[src/logic/fpu_mul_pkg.sv]
package fpu_mul_pkg;

  // default binary32 field layout, overridden from the top level
  localparam int FmtExpWidth = 8;
  localparam int FmtSigWidth = 23;

  // one packed IEEE value, also the AXI data width
  typedef logic [31:0] fp_word_t;

  // register byte address on the AXI4-Lite port
  typedef logic [3:0] axil_addr_t;

  // exception flags of one result
  typedef logic [3:0] fp_flags_t;

  typedef logic [1:0] axil_resp_t;

  // flag bit positions inside fp_flags_t
  localparam int FlagNx = 0;
  localparam int FlagUf = 1;
  localparam int FlagOf = 2;
  localparam int FlagNv = 3;

  localparam axil_resp_t RespOkay   = 2'b00;
  localparam axil_resp_t RespSlverr = 2'b10;

  // register map
  localparam axil_addr_t RegOpA    = 4'h0;
  localparam axil_addr_t RegOpB    = 4'h4;
  localparam axil_addr_t RegResult = 4'h8;
  // bit 0 busy, bits 4:1 flags of the last result
  localparam axil_addr_t RegStatus = 4'hC;

  // the only NaN the datapath ever produces
  localparam fp_word_t CanonicalNan = 32'h7FC0_0000;

endpackage

[src/logic/fpu_unpack.sv]
module fpu_unpack import fpu_mul_pkg::*; #(
  parameter int FmtExpWidth = fpu_mul_pkg::FmtExpWidth,
  parameter int FmtSigWidth = fpu_mul_pkg::FmtSigWidth
) (
  input  logic                          clk_i,
  input  logic                          rst_n_i,
  input  logic                          start_i,
  input  fp_word_t                      op_a_i,
  input  fp_word_t                      op_b_i,

  output logic                          valid_o,

  output logic                          a_sign_o,
  output logic signed [FmtExpWidth:0]   a_exponent_o,
  output logic        [FmtSigWidth-1:0] a_significand_o,
  output logic                          a_is_zero_o,
  output logic                          a_is_inf_o,
  output logic                          a_is_nan_o,

  output logic                          b_sign_o,
  output logic signed [FmtExpWidth:0]   b_exponent_o,
  output logic        [FmtSigWidth-1:0] b_significand_o,
  output logic                          b_is_zero_o,
  output logic                          b_is_inf_o,
  output logic                          b_is_nan_o
);

  localparam int Bias = 2 ** (FmtExpWidth - 1) - 1;

  logic [FmtExpWidth-1:0] a_field;
  logic [FmtExpWidth-1:0] b_field;
  logic [FmtSigWidth-1:0] a_frac;
  logic [FmtSigWidth-1:0] b_frac;
  logic                   a_exp_ones;
  logic                   b_exp_ones;

  assign a_field = op_a_i[FmtSigWidth +: FmtExpWidth];
  assign b_field = op_b_i[FmtSigWidth +: FmtExpWidth];
  assign a_frac  = op_a_i[FmtSigWidth-1:0];
  assign b_frac  = op_b_i[FmtSigWidth-1:0];

  assign a_exp_ones = &a_field;
  assign b_exp_ones = &b_field;

  always_ff @(posedge clk_i) begin
    if (!rst_n_i) begin
      valid_o <= 1'b0;
    end else begin
      valid_o <= start_i;
    end
  end

  // fields are only captured when an operation enters
  always_ff @(posedge clk_i) begin
    if (start_i) begin
      a_sign_o        <= op_a_i[FmtExpWidth+FmtSigWidth];
      a_exponent_o    <= {1'b0, a_field} - (FmtExpWidth+1)'(Bias);
      a_significand_o <= a_frac;
      // subnormals are treated as zero
      a_is_zero_o     <= (a_field == '0);
      a_is_inf_o      <= a_exp_ones && (a_frac == '0);
      a_is_nan_o      <= a_exp_ones && (a_frac != '0);

      b_sign_o        <= op_b_i[FmtExpWidth+FmtSigWidth];
      b_exponent_o    <= {1'b0, b_field} - (FmtExpWidth+1)'(Bias);
      b_significand_o <= b_frac;
      b_is_zero_o     <= (b_field == '0);
      b_is_inf_o      <= b_exp_ones && (b_frac == '0);
      b_is_nan_o      <= b_exp_ones && (b_frac != '0);
    end
  end

endmodule

[src/logic/fpu_mul.sv]
module fpu_mul #(
  parameter int FmtExpWidth = fpu_mul_pkg::FmtExpWidth,
  parameter int FmtSigWidth = fpu_mul_pkg::FmtSigWidth
) (
  input  logic                            clk_i,
  input  logic                            rst_n_i,
  input  logic                            valid_i,

  input  logic                            a_sign_i,
  input  logic signed [FmtExpWidth:0]     a_exponent_i,
  input  logic        [FmtSigWidth-1:0]   a_significand_i,
  input  logic                            a_is_zero_i,
  input  logic                            a_is_inf_i,
  input  logic                            a_is_nan_i,

  input  logic                            b_sign_i,
  input  logic signed [FmtExpWidth:0]     b_exponent_i,
  input  logic        [FmtSigWidth-1:0]   b_significand_i,
  input  logic                            b_is_zero_i,
  input  logic                            b_is_inf_i,
  input  logic                            b_is_nan_i,

  output logic                            valid_o,
  output logic                            invalid_o,
  output logic                            sign_o,
  output logic signed [FmtExpWidth+1:0]   exponent_o,
  output logic        [2*FmtSigWidth:0]   significand_o,
  output logic                            is_zero_o,
  output logic                            is_inf_o,
  output logic                            is_nan_o
);

  logic                          a_snan;
  logic                          b_snan;
  logic                          inf_times_zero;
  logic                          nan_d;
  logic                          inf_d;
  logic signed [FmtExpWidth+1:0] exp_sum;
  logic [2*FmtSigWidth+1:0]      sig_prod;
  logic                          prod_hi;

  // a quiet NaN has the top fraction bit set
  assign a_snan = a_is_nan_i && !a_significand_i[FmtSigWidth-1];
  assign b_snan = b_is_nan_i && !b_significand_i[FmtSigWidth-1];
  assign inf_times_zero = (a_is_inf_i && b_is_zero_i) || (a_is_zero_i && b_is_inf_i);

  // inf times zero becomes a NaN so the three classes stay exclusive
  assign nan_d = a_is_nan_i || b_is_nan_i || inf_times_zero;
  assign inf_d = !nan_d && (a_is_inf_i || b_is_inf_i);

  assign exp_sum  = a_exponent_i + b_exponent_i;
  // product of two values in [1,2) lies in [1,4)
  assign sig_prod = {1'b1, a_significand_i} * {1'b1, b_significand_i};
  assign prod_hi  = sig_prod[2*FmtSigWidth+1];

  always_ff @(posedge clk_i) begin
    if (!rst_n_i) begin
      valid_o <= 1'b0;
    end else begin
      valid_o <= valid_i;
    end
  end

  always_ff @(posedge clk_i) begin
    if (valid_i) begin
      invalid_o  <= a_snan || b_snan || inf_times_zero;
      sign_o     <= a_sign_i ^ b_sign_i;
      is_nan_o   <= nan_d;
      is_inf_o   <= inf_d;
      is_zero_o  <= !nan_d && !inf_d && (a_is_zero_i || b_is_zero_i);
      exponent_o <= exp_sum + (FmtExpWidth+2)'(prod_hi);
      // drop the leading one, shifting up when the product is below 2
      significand_o <= prod_hi ? sig_prod[2*FmtSigWidth:0]
                               : {sig_prod[2*FmtSigWidth-1:0], 1'b0};
    end
  end

  assert property (@(posedge clk_i) disable iff (!rst_n_i)
    valid_o |-> $onehot0({is_zero_o, is_inf_o, is_nan_o}))
  else $error("fpu_mul result class is not exclusive");

endmodule

[src/logic/fpu_round_pack.sv]
module fpu_round_pack import fpu_mul_pkg::*; #(
  parameter int FmtExpWidth = fpu_mul_pkg::FmtExpWidth,
  parameter int FmtSigWidth = fpu_mul_pkg::FmtSigWidth
) (
  input  logic                          clk_i,
  input  logic                          rst_n_i,
  input  logic                          valid_i,
  input  logic                          invalid_i,
  input  logic                          sign_i,
  input  logic signed [FmtExpWidth+1:0] exponent_i,
  input  logic        [2*FmtSigWidth:0] significand_i,
  input  logic                          is_zero_i,
  input  logic                          is_inf_i,
  input  logic                          is_nan_i,

  output logic                          done_o,
  output fp_word_t                      result_o,
  output fp_flags_t                     flags_o
);

  localparam int Bias   = 2 ** (FmtExpWidth - 1) - 1;
  localparam int ExpMax = 2 ** FmtExpWidth - 1;

  // quiet NaN with an empty payload in the configured format
  localparam fp_word_t NanWord =
    fp_word_t'({1'b0, {FmtExpWidth{1'b1}}, 1'b1, {(FmtSigWidth-1){1'b0}}});

  logic [FmtSigWidth-1:0]        frac_trunc;
  logic                          guard;
  logic                          sticky;
  logic                          round_up;
  logic [FmtSigWidth:0]          frac_round;
  logic signed [FmtExpWidth+1:0] exp_biased;
  fp_word_t                      result_d;
  fp_flags_t                     flags_d;

  assign frac_trunc = significand_i[2*FmtSigWidth:FmtSigWidth+1];
  assign guard      = significand_i[FmtSigWidth];
  assign sticky     = |significand_i[FmtSigWidth-1:0];

  // nearest, ties to even
  assign round_up   = guard && (sticky || frac_trunc[0]);
  assign frac_round = {1'b0, frac_trunc} + (FmtSigWidth+1)'(round_up);

  // a carry out of the fraction leaves it all zero and bumps the exponent
  assign exp_biased = exponent_i + (FmtExpWidth+2)'(Bias)
                    + (FmtExpWidth+2)'(frac_round[FmtSigWidth]);

  always_comb begin
    result_d = '0;
    flags_d  = '0;
    if (is_nan_i || invalid_i) begin
      result_d        = NanWord;
      flags_d[FlagNv] = invalid_i;
    end else if (is_inf_i) begin
      result_d = fp_word_t'({sign_i, {FmtExpWidth{1'b1}}, {FmtSigWidth{1'b0}}});
    end else if (is_zero_i) begin
      result_d = fp_word_t'({sign_i, {(FmtExpWidth+FmtSigWidth){1'b0}}});
    end else if (exp_biased >= ExpMax) begin
      result_d        = fp_word_t'({sign_i, {FmtExpWidth{1'b1}}, {FmtSigWidth{1'b0}}});
      flags_d[FlagOf] = 1'b1;
      flags_d[FlagNx] = 1'b1;
    end else if (exp_biased < 1) begin
      // no gradual underflow, flush to signed zero
      result_d        = fp_word_t'({sign_i, {(FmtExpWidth+FmtSigWidth){1'b0}}});
      flags_d[FlagUf] = 1'b1;
      flags_d[FlagNx] = 1'b1;
    end else begin
      result_d = fp_word_t'({sign_i, exp_biased[FmtExpWidth-1:0],
                             frac_round[FmtSigWidth-1:0]});
      flags_d[FlagNx] = guard || sticky;
    end
  end

  always_ff @(posedge clk_i) begin
    if (!rst_n_i) begin
      done_o <= 1'b0;
    end else begin
      done_o <= valid_i;
    end
  end

  always_ff @(posedge clk_i) begin
    if (valid_i) begin
      result_o <= result_d;
      flags_o  <= flags_d;
    end
  end

  // any NaN leaving the pipeline must be the canonical one
  assert property (@(posedge clk_i) disable iff (!rst_n_i)
    done_o && (&result_o[FmtSigWidth +: FmtExpWidth]) && (|result_o[FmtSigWidth-1:0])
    |-> result_o == NanWord)
  else $error("non-canonical NaN at the pipeline output");

endmodule

[src/logic/fpu_mul_axil_regs.sv]
module fpu_mul_axil_regs import fpu_mul_pkg::*; (
  input  logic       clk_i,
  input  logic       rst_n_i,

  input  axil_addr_t s_awaddr_i,
  input  logic       s_awvalid_i,
  output logic       s_awready_o,
  input  fp_word_t   s_wdata_i,
  input  logic [3:0] s_wstrb_i,
  input  logic       s_wvalid_i,
  output logic       s_wready_o,
  output axil_resp_t s_bresp_o,
  output logic       s_bvalid_o,
  input  logic       s_bready_i,
  input  axil_addr_t s_araddr_i,
  input  logic       s_arvalid_i,
  output logic       s_arready_o,
  output fp_word_t   s_rdata_o,
  output axil_resp_t s_rresp_o,
  output logic       s_rvalid_o,
  input  logic       s_rready_i,

  input  logic       done_i,
  input  fp_word_t   result_i,
  input  fp_flags_t  flags_i,

  output logic       start_o,
  output fp_word_t   op_a_o,
  output fp_word_t   op_b_o
);

  logic       wr_fire;
  logic       wr_op_a;
  logic       wr_op_b;
  logic       rd_fire;
  logic       busy;
  logic [2:0] inflight_q;
  fp_word_t   result_q;
  fp_flags_t  flags_q;
  fp_word_t   rdata_d;
  axil_resp_t rresp_d;

  function automatic fp_word_t apply_strb(fp_word_t old_val, fp_word_t new_val,
                                          logic [3:0] strb);
    fp_word_t merged;
    merged = old_val;
    for (int i = 0; i < 4; i++) begin
      if (strb[i]) begin
        merged[8*i +: 8] = new_val[8*i +: 8];
      end
    end
    return merged;
  endfunction

  // AW and W are taken together, and only while no B response waits
  assign wr_fire     = s_awvalid_i && s_wvalid_i && !s_bvalid_o;
  assign s_awready_o = wr_fire;
  assign s_wready_o  = wr_fire;
  assign wr_op_a     = wr_fire && (s_awaddr_i == RegOpA);
  assign wr_op_b     = wr_fire && (s_awaddr_i == RegOpB);

  always_ff @(posedge clk_i) begin
    if (!rst_n_i) begin
      op_a_o <= '0;
      op_b_o <= '0;
    end else begin
      if (wr_op_a) begin
        op_a_o <= apply_strb(op_a_o, s_wdata_i, s_wstrb_i);
      end
      if (wr_op_b) begin
        op_b_o <= apply_strb(op_b_o, s_wdata_i, s_wstrb_i);
      end
    end
  end

  // start and the B response both appear the cycle after the handshake
  always_ff @(posedge clk_i) begin
    if (!rst_n_i) begin
      start_o    <= 1'b0;
      s_bvalid_o <= 1'b0;
      s_bresp_o  <= RespOkay;
    end else begin
      start_o <= wr_op_b;
      if (wr_fire) begin
        s_bvalid_o <= 1'b1;
        s_bresp_o  <= (wr_op_a || wr_op_b) ? RespOkay : RespSlverr;
      end else if (s_bready_i) begin
        s_bvalid_o <= 1'b0;
      end
    end
  end

  // operations in flight, at most two given the bus turnaround
  always_ff @(posedge clk_i) begin
    if (!rst_n_i) begin
      inflight_q <= '0;
      result_q   <= '0;
      flags_q    <= '0;
    end else begin
      inflight_q <= inflight_q + 3'(start_o) - 3'(done_i);
      if (done_i) begin
        result_q <= result_i;
        flags_q  <= flags_i;
      end
    end
  end

  assign busy = (inflight_q != '0);

  assign s_arready_o = !s_rvalid_o;
  assign rd_fire     = s_arvalid_i && s_arready_o;

  always_comb begin
    rdata_d = '0;
    rresp_d = RespOkay;
    case (s_araddr_i)
      RegOpA:    rdata_d = op_a_o;
      RegOpB:    rdata_d = op_b_o;
      RegResult: rdata_d = result_q;
      RegStatus: rdata_d = fp_word_t'({flags_q, busy});
      default:   rresp_d = RespSlverr;
    endcase
  end

  always_ff @(posedge clk_i) begin
    if (!rst_n_i) begin
      s_rvalid_o <= 1'b0;
      s_rdata_o  <= '0;
      s_rresp_o  <= RespOkay;
    end else begin
      if (rd_fire) begin
        s_rvalid_o <= 1'b1;
        s_rdata_o  <= rdata_d;
        s_rresp_o  <= rresp_d;
      end else if (s_rready_i) begin
        s_rvalid_o <= 1'b0;
      end
    end
  end

  assert property (@(posedge clk_i) disable iff (!rst_n_i)
    s_bvalid_o && !s_bready_i |=> s_bvalid_o && $stable(s_bresp_o))
  else $error("B response changed before bready");

  assert property (@(posedge clk_i) disable iff (!rst_n_i)
    s_rvalid_o && !s_rready_i |=> s_rvalid_o && $stable(s_rdata_o) && $stable(s_rresp_o))
  else $error("R response changed before rready");

  // every done from the pipeline must match an earlier start
  assert property (@(posedge clk_i) disable iff (!rst_n_i)
    done_i |-> inflight_q != '0)
  else $error("in-flight counter underflow");

endmodule

[src/logic/fpu_mul_top.sv]
module fpu_mul_top import fpu_mul_pkg::*; #(
  parameter int FmtExpWidth = fpu_mul_pkg::FmtExpWidth,
  parameter int FmtSigWidth = fpu_mul_pkg::FmtSigWidth
) (
  input  logic       clk_i,
  input  logic       rst_n_i,
  input  axil_addr_t s_awaddr_i,
  input  logic       s_awvalid_i,
  output logic       s_awready_o,
  input  fp_word_t   s_wdata_i,
  input  logic [3:0] s_wstrb_i,
  input  logic       s_wvalid_i,
  output logic       s_wready_o,
  output axil_resp_t s_bresp_o,
  output logic       s_bvalid_o,
  input  logic       s_bready_i,
  input  axil_addr_t s_araddr_i,
  input  logic       s_arvalid_i,
  output logic       s_arready_o,
  output fp_word_t   s_rdata_o,
  output axil_resp_t s_rresp_o,
  output logic       s_rvalid_o,
  input  logic       s_rready_i
);

  logic start, unpack_valid, mul_valid, done;
  fp_word_t op_a, op_b, result;
  fp_flags_t flags;

  logic a_sign, a_is_zero, a_is_inf, a_is_nan;
  logic b_sign, b_is_zero, b_is_inf, b_is_nan;
  logic signed [FmtExpWidth:0] a_exponent, b_exponent;
  logic [FmtSigWidth-1:0] a_significand, b_significand;

  logic mul_invalid, mul_sign, mul_is_zero, mul_is_inf, mul_is_nan;
  logic signed [FmtExpWidth+1:0] mul_exponent;
  logic [2*FmtSigWidth:0] mul_significand;

  fpu_mul_axil_regs fpu_mul_axil_regs_inst (
    .clk_i, .rst_n_i,
    .s_awaddr_i, .s_awvalid_i, .s_awready_o,
    .s_wdata_i, .s_wstrb_i, .s_wvalid_i, .s_wready_o,
    .s_bresp_o, .s_bvalid_o, .s_bready_i,
    .s_araddr_i, .s_arvalid_i, .s_arready_o,
    .s_rdata_o, .s_rresp_o, .s_rvalid_o, .s_rready_i,
    .done_i(done), .result_i(result), .flags_i(flags),
    .start_o(start), .op_a_o(op_a), .op_b_o(op_b)
  );

  fpu_unpack #(.FmtExpWidth(FmtExpWidth), .FmtSigWidth(FmtSigWidth)) fpu_unpack_inst (
    .clk_i, .rst_n_i, .start_i(start), .op_a_i(op_a), .op_b_i(op_b),
    .valid_o(unpack_valid),
    .a_sign_o(a_sign), .a_exponent_o(a_exponent), .a_significand_o(a_significand),
    .a_is_zero_o(a_is_zero), .a_is_inf_o(a_is_inf), .a_is_nan_o(a_is_nan),
    .b_sign_o(b_sign), .b_exponent_o(b_exponent), .b_significand_o(b_significand),
    .b_is_zero_o(b_is_zero), .b_is_inf_o(b_is_inf), .b_is_nan_o(b_is_nan)
  );

  fpu_mul #(.FmtExpWidth(FmtExpWidth), .FmtSigWidth(FmtSigWidth)) fpu_mul_inst (
    .clk_i, .rst_n_i, .valid_i(unpack_valid),
    .a_sign_i(a_sign), .a_exponent_i(a_exponent), .a_significand_i(a_significand),
    .a_is_zero_i(a_is_zero), .a_is_inf_i(a_is_inf), .a_is_nan_i(a_is_nan),
    .b_sign_i(b_sign), .b_exponent_i(b_exponent), .b_significand_i(b_significand),
    .b_is_zero_i(b_is_zero), .b_is_inf_i(b_is_inf), .b_is_nan_i(b_is_nan),
    .valid_o(mul_valid), .invalid_o(mul_invalid), .sign_o(mul_sign),
    .exponent_o(mul_exponent), .significand_o(mul_significand),
    .is_zero_o(mul_is_zero), .is_inf_o(mul_is_inf), .is_nan_o(mul_is_nan)
  );

  fpu_round_pack #(.FmtExpWidth(FmtExpWidth), .FmtSigWidth(FmtSigWidth)) fpu_round_pack_inst (
    .clk_i, .rst_n_i, .valid_i(mul_valid), .invalid_i(mul_invalid), .sign_i(mul_sign),
    .exponent_i(mul_exponent), .significand_i(mul_significand),
    .is_zero_i(mul_is_zero), .is_inf_i(mul_is_inf), .is_nan_i(mul_is_nan),
    .done_o(done), .result_o(result), .flags_o(flags)
  );

endmodule

[config.mk]
export PLATFORM = sky130hd
export DESIGN_NAME = fpu_mul_top
export DESIGN_NICKNAME = d
export VERILOG_FILES = /design/src/logic/fpu_mul_pkg.sv /design/src/logic/fpu_unpack.sv /design/src/logic/fpu_mul.sv /design/src/logic/fpu_round_pack.sv /design/src/logic/fpu_mul_axil_regs.sv /design/src/logic/fpu_mul_top.sv
export SDC_FILE = /design/constraint.sdc
export NUM_CORES = 2
export LEC_CHECK = 0
export ABC_AREA = 1
export BUFFER_PORTS_ARGS = -buffer_cell sky130_fd_sc_hd__buf_2
export CAP_MARGIN = 20
export CORE_AREA = 2 2 289 291
export CTS_BUF_LIST = sky130_fd_sc_hd__clkbuf_4
export DETAILED_ROUTE_END_ITERATION = 8
export DIE_AREA = 0 0 291 293
export PLACE_DENSITY = 0.67
export SYNTH_ARGS = -nofsm -noshare
export SYNTH_HDL_FRONTEND = slang
export SYNTH_SLANG_ARGS = --single-unit
export TNS_END_PERCENT = 10
[constraint.sdc]
create_clock -name clk_i -period 19.43 [get_ports clk_i]
set_clock_uncertainty 0.05 [all_clocks]
set_input_delay 1.943 -clock clk_i [delete_from_list [all_inputs] [get_ports clk_i]]
set_output_delay 1.943 -clock clk_i [all_outputs]
set_load 0.01 [all_outputs]
-- After elaboration in Yosys (flattened, before gate mapping)
Cells that the tools add are included.
- order comparisons: 2
- reductions and logical operators: 61
- mux-type cells: 16
- $add $sub $neg: 9
- bitwise operators: 1
- equal/unequal tests: 4
- multiply operators: 1
- shift-type cells: 0
- divide/modulo/power cells: 0
- operator list (cell ; number):
    one-hot mux 32 bit (4 select lines) ; 1
    2-to-1 mux 31 bit ; 3
    multiplier 24 x 24 -> 48 bit ; 1
    2-to-1 mux 47 bit ; 1
    logical NOT 23 bit ; 2
    nonzero test 23 bit ; 2
    adder 23 x 1 -> 24 bit ; 1
    2-to-1 mux 23 bit ; 1
    OR reduction 23 bit ; 1
    adder 10 x 1 -> 10 bit ; 2
    subtractor 8 x 7 -> 9 bit (second input constant) ; 2
    logical AND 1 bit ; 17
    logical NOT 8 bit ; 2
    AND reduction 2 bit ; 8
    AND reduction 8 bit ; 2
    logical OR 1 bit ; 11
    adder 10 x 7 -> 10 bit (second input constant) ; 1
    adder 9 x 9 -> 10 bit ; 1
    >= comparator 10 x 9 -> 1 bit (second input constant) ; 1
    < comparator 10 x 2 -> 1 bit (second input constant) ; 1
    equality test 4 x 3 -> 1 bit (second input constant) ; 2
    equality test 4 bit (second input constant) ; 2
    logical NOT 4 bit ; 2
    2-to-1 mux 1 bit ; 8
    other kinds (11) ; 19
- RAM bits: 0
- memories kept: 0
- bits in read-only memories: 0
- output and inout port bits: 41
- bits in latches: 0
- register bits after elaboration: 315

-- Logic depth before layout (Yosys ltp)
- depth after elaboration: 10
- gate-level depth with buffers: 39
- depth with buffers taken out: 37

-- Hierarchy
Synthesis repeated with hierarchy kept, for this count alone.
- cell total of the unflattened synthesis: 4364
- area total of the unflattened synthesis: 34199.0 µm²
- by module, submodules not included (module ; area an instance (µm²) ; instances ; cells an instance):
    fpu_mul ; 23161.0 ; 1 ; 3083
    fpu_mul_axil_regs ; 5915.7 ; 1 ; 804
    fpu_unpack ; 2730.1 ; 1 ; 181
    fpu_round_pack ; 2392.3 ; 1 ; 296

-- Worst setup path after synthesis
OpenSTA, ideal clock, no wires.
- kind: register to register
- start point: register fpu_unpack_inst.a_significand_o[13]
- end point: register fpu_mul_inst.exponent_o[6] (data pin)
- required time: 19.122 ns
- buffers on the path: 2
- stages on the path, launching flop included: 38
- clock period less this slack: 7.335 ns
- data arrival time: 7.027 ns
- setup slack: 12.095 ns
- path through: edfxtp_1 -> clkbuf_1 -> nand2_1 -> fa_1 -> inv_1 -> fa_1 -> inv_1 -> fa_1 -> inv_1 -> fa_1 -> inv_1 -> fa_1 -> inv_1 -> fa_1 -> inv_1 -> fa_1 -> inv_1 -> ha_1 -> (+2 left out) -> inv_2 -> nor2_4 -> nand2_1 -> nor2_2 -> nand2_2 -> nand3_2 -> nand2_1 -> nand2_2 -> buf_2 -> fa_1 -> inv_1 -> fa_1 -> nand3_1 -> nand2_1 -> a21oi_1 -> nor2_1 -> nor2_1 -> xnor2_1
- word-level cells in the longest chain between the ends: 2
- RTL lines (what ; RTL line ; text):
    start: declaration ; fpu_unpack.sv:15 ; output logic [FmtSigWidth-1:0] a_significand_o,
    start signal: assignment ; fpu_unpack.sv:58 ; a_significand_o <= a_frac;
    multiplier 24 x 24 -> 48 bit ; fpu_mul.sv:53 ; assign sig_prod = {1'b1, a_significand_i} * {1'b1, b_significand_i};
    adder 10 x 1 -> 10 bit ; fpu_mul.sv:71 ; exponent_o <= exp_sum + (FmtExpWidth+2)'(prod_hi);
    end signal: assignment ; fpu_mul.sv:71 ;
    end: declaration ; fpu_mul.sv:26 ; output logic signed [FmtExpWidth+1:0] exponent_o,
Every way passes these cells.
A chain may end at the register's enable or synchronous reset.

-- Worst setup path in the final report
- start point: register fpu_unpack_inst.b_significand_o[9]
- end point: register fpu_mul_inst.exponent_o[6] (data pin)
- word-level cells in the longest chain between the ends: 2
- RTL lines (what ; RTL line ; text):
    start: declaration ; fpu_unpack.sv:22 ; output logic [FmtSigWidth-1:0] b_significand_o,
    start signal: assignment ; fpu_unpack.sv:66 ; b_significand_o <= b_frac;
    multiplier 24 x 24 -> 48 bit ; fpu_mul.sv:53 ;
    adder 10 x 1 -> 10 bit ; fpu_mul.sv:71 ;
Every way passes these cells.

==> results by group <==
Finish
  – Number of fill cells: 8219
  – Reg area: 7970 um2
  – Final core occ: 44.0%
  – Nets: 5014
  – Share of cells above drive strength 1: 6.80%
  – Area Growth Syn to Fin: 7.63%
  – Footprint of the multi-input gates: 20800 um2

Synth
  – Synth Register Bits: 313
  – Synthesized area: 33500 um2
  – Register area share after synthesis: 23.8%
  – Synth Area in Compound Gates: 4.51%
  – Adder-Cell Fraction of Synth Area: 36.2%
  – Post-synthesis mux area share: 0%
  – Top_reg_cell synth: edfxtp_1
  – Top-count cell post-synth: nand2_1
  – Most frequent cells after synthesis: nand2_1, inv_1, fa_1
  – Yosys warning total: 0
  – Post-synth top area share: 29.0%
  – Cells after synthesis: 4232
  – Largest family of logic cells by synthesized area: adder cells
  – Mean Syn Cell Area: 7.91 um2
  – Post-synth EDFFs: 170
  – Leading area contributor after synthesis: fa_1
  – Post-Synth Simple-Gate Area: 19.7%
  – Largest cells by area after synthesis: fa_1, edfxtp_1, nand2_1
  – Share of flip-flops with an asynchronous set or reset: 0%
  – XOR/XNOR Fraction of Synth Area: 1.78%
  – Distinct cells, synth: 40

Setup path
  – Buf/Inv on CP: 8
  – Worst Setup Path Type: reg -> reg
  – Worst stage delay on the critical path: 1.02 ns
  – Worst Path Arrival: 8.92 ns
  – Crit Path Max Fanout: 48
  – Delay-heaviest family, CP: adder cells
  – Worst setup EP type: flop
  – CP Data Required Time: 19.88 ns
  – Crit-path most repeated cell: fa_1
  – Crit path max-delay cell type: edfxtp_1
  – Worst setup SP type: flop

Route
  – Routed Antenna Nets: 0
  – Drt initial violations: 1726
  – DR WL/cell: 16.0 um
  – Vias per cell: 4.84
  – Final wirelength: 86900 um
  – Pre-Repair DR Iteration Count: 5
  – DRC violations left: 0
  – Routed via count: 26200

STA
  – RSZ-0062 raised after global routing: no
  – # setup viols final: 0
  – Period utilization: 43.6%
  – Peak Freq: 0.118 GHz
  – Final WS setup: 10.97 ns
  – Min Clock Period, post-route: 8.46 ns
  – Relative slew slack: 27.2%
  – Final Hold Fails: 0
  – Final Max Tran Viols: 0
  – Final TNS setup: 0 ns
  – Worst-Margin Slew: 1.09 ns
  – WHS: 0.375 ns

GRT
  – Initial antenna violation count: 2
  – Vias in the first global route: 26800
  – Largest net degree at the start of global routing: 108
  – First-pass GRT wire length: 142000 um
  – Total gr overflow: 0
  – Gr usage total: 20.8%

Clock tree
  – TritonCTS clock tree: yes
  – Root buffer cell: clkbuf_4
  – Cts bufs inserted: 78
  – H-tree levels: 3
  – Setup bufs post-CTS: 0
  – Worst-path clk slew: 0.08 ns
  – Clk_lat worst skew: 0.80 ns
  – Sink Count: 313
  – Max clock buf depth: 3
  – Post-CTS sizing: 0
  – Hold bufs inserted after CTS: 0

Floorplan
  – IO Pins: 92
  – Die Footprint: 85300 um2
  – Initial Util: 40.9%
  – Core ar.: 81800 um2
  – Standard-cell rows: 105
  – Die Y: 293 um
  – Width of the die: 291 um

Placed design
  – DP Wirelength: 69400 um
  – I/O Buffers: 89
  – Routability cong.: 0.949
  – Dpl ws: 10.92 ns

Power and ir drop
  – Peak supply drop: 0.0576 mV
  – PD cells: 71.4 nW/um2
  – Pleak: 19.5 nW

Min path
  – Worst hold path type: reg -> reg

Run
  – Max cap viols: 0

Outcome
  – Status: complete, no violations
[worst paths after layout]
check | slack, ns | to | cells after the start | from
max | 10.97 | fpu_mul_inst.exponent_o[6]$_DFFE_PP_ | 33 | fpu_unpack_inst.b_significand_o[9]$_DFFE_PP_
min | 0.37 | fpu_unpack_inst.b_sign_o$_DFFE_PP_ | 0 | fpu_mul_axil_regs_inst.op_b_o[31]$_SDFFE_PN0P_
max reg2reg | 10.97 | fpu_mul_inst.exponent_o[6]$_DFFE_PP_ | 33 | fpu_unpack_inst.b_significand_o[9]$_DFFE_PP_
min reg2reg | 0.37 | fpu_unpack_inst.b_sign_o$_DFFE_PP_ | 0 | fpu_mul_axil_regs_inst.op_b_o[31]$_SDFFE_PN0P_
[where the power goes]
| group | switching, mW | internal [mW] | total, mW |
|---|---|---|---|
| Clock | 0.277 | 0.309 | 0.585 |
| Combinational | 0.863 | 0.394 | 1.26 |
| Sequential | 0.00360 | 0.727 | 0.730 |
[cells by family (layout without fill, tap and decap cells)]
logic type,Yosys count,in the layout
AND/OR/NAND/NOR,1665,1665
buffers and inverters,1236,1355
adder cells (fa/ha/maj),676,676
flip-flops,313,313
AO/OA/AOI/OAI,274,274
XOR/XNOR,67,67
other,1,4
[cells in the final DEF, fill, tap and decap left out, drive strengths merged, types with 117 or more instances in the layout]
cell / count
buf: 125
ha: 191
fa: 485
nor2: 276
clkbuf: 119
nand2: 1231
inv: 1085
dfxtp: 143
edfxtp: 170
a21oi: 117
[layer usage]
metal  wire length [um]  track usage (%)  vias up
met5                  0                0        -
met4               1760             5.83        0
met3               4560             2.11      123
met2              42900             36.3      754
met1              37600             27.6    12800
li1                   -                -    12600
[metrics by stage]
| stage | cells | area, um2 | power (mW) |
|---|---|---|---|
| CTS | 5420 | 35900 | 2.58 |
| floorplan | 4233 | 33500 | 1.59 |
| global route | 5423 | 36000 | 2.78 |
| finish | 5424 | 36000 | 2.57 |
| global placement | 5275 | 34900 | 1.99 |
| detailed placement | 5275 | 34900 | 1.98 |
[registers in the layout (all words and copies together), names as in the netlist, 3 cells and up]
name,cells
fpu_mul_axil_regs_inst.result_q,32
fpu_unpack_inst.b_significand_o,23
fpu_round_pack_inst.flags_o,4
fpu_mul_inst.exponent_o,10
fpu_mul_axil_regs_inst.s_rdata_o,32
fpu_round_pack_inst.result_o,32
fpu_unpack_inst.a_exponent_o,9
fpu_mul_axil_regs_inst.op_b_o,32
fpu_mul_axil_regs_inst.flags_q,4
fpu_mul_inst.significand_o,47
fpu_unpack_inst.a_significand_o,23
fpu_mul_axil_regs_inst.op_a_o,32
fpu_unpack_inst.b_exponent_o,9
fpu_mul_axil_regs_inst.inflight_q,3
[cell type report]
| cell class | instances | share of cell area, % |
|---|---|---|
| flip-flops and latches | 313 | 22.1 |
| clock buffers | 119 | 2.48 |
| clock inverters | 26 | 0.480 |
| inverters | 1085 | 11.3 |
| repair buffers | 125 | 2.10 |
| well taps | 1070 | 3.72 |
| diodes | 2 | 0.0139 |
| multi-input cells | 2684 | 57.8 |
Note: power is estimated with default switching activity, not from simulation.
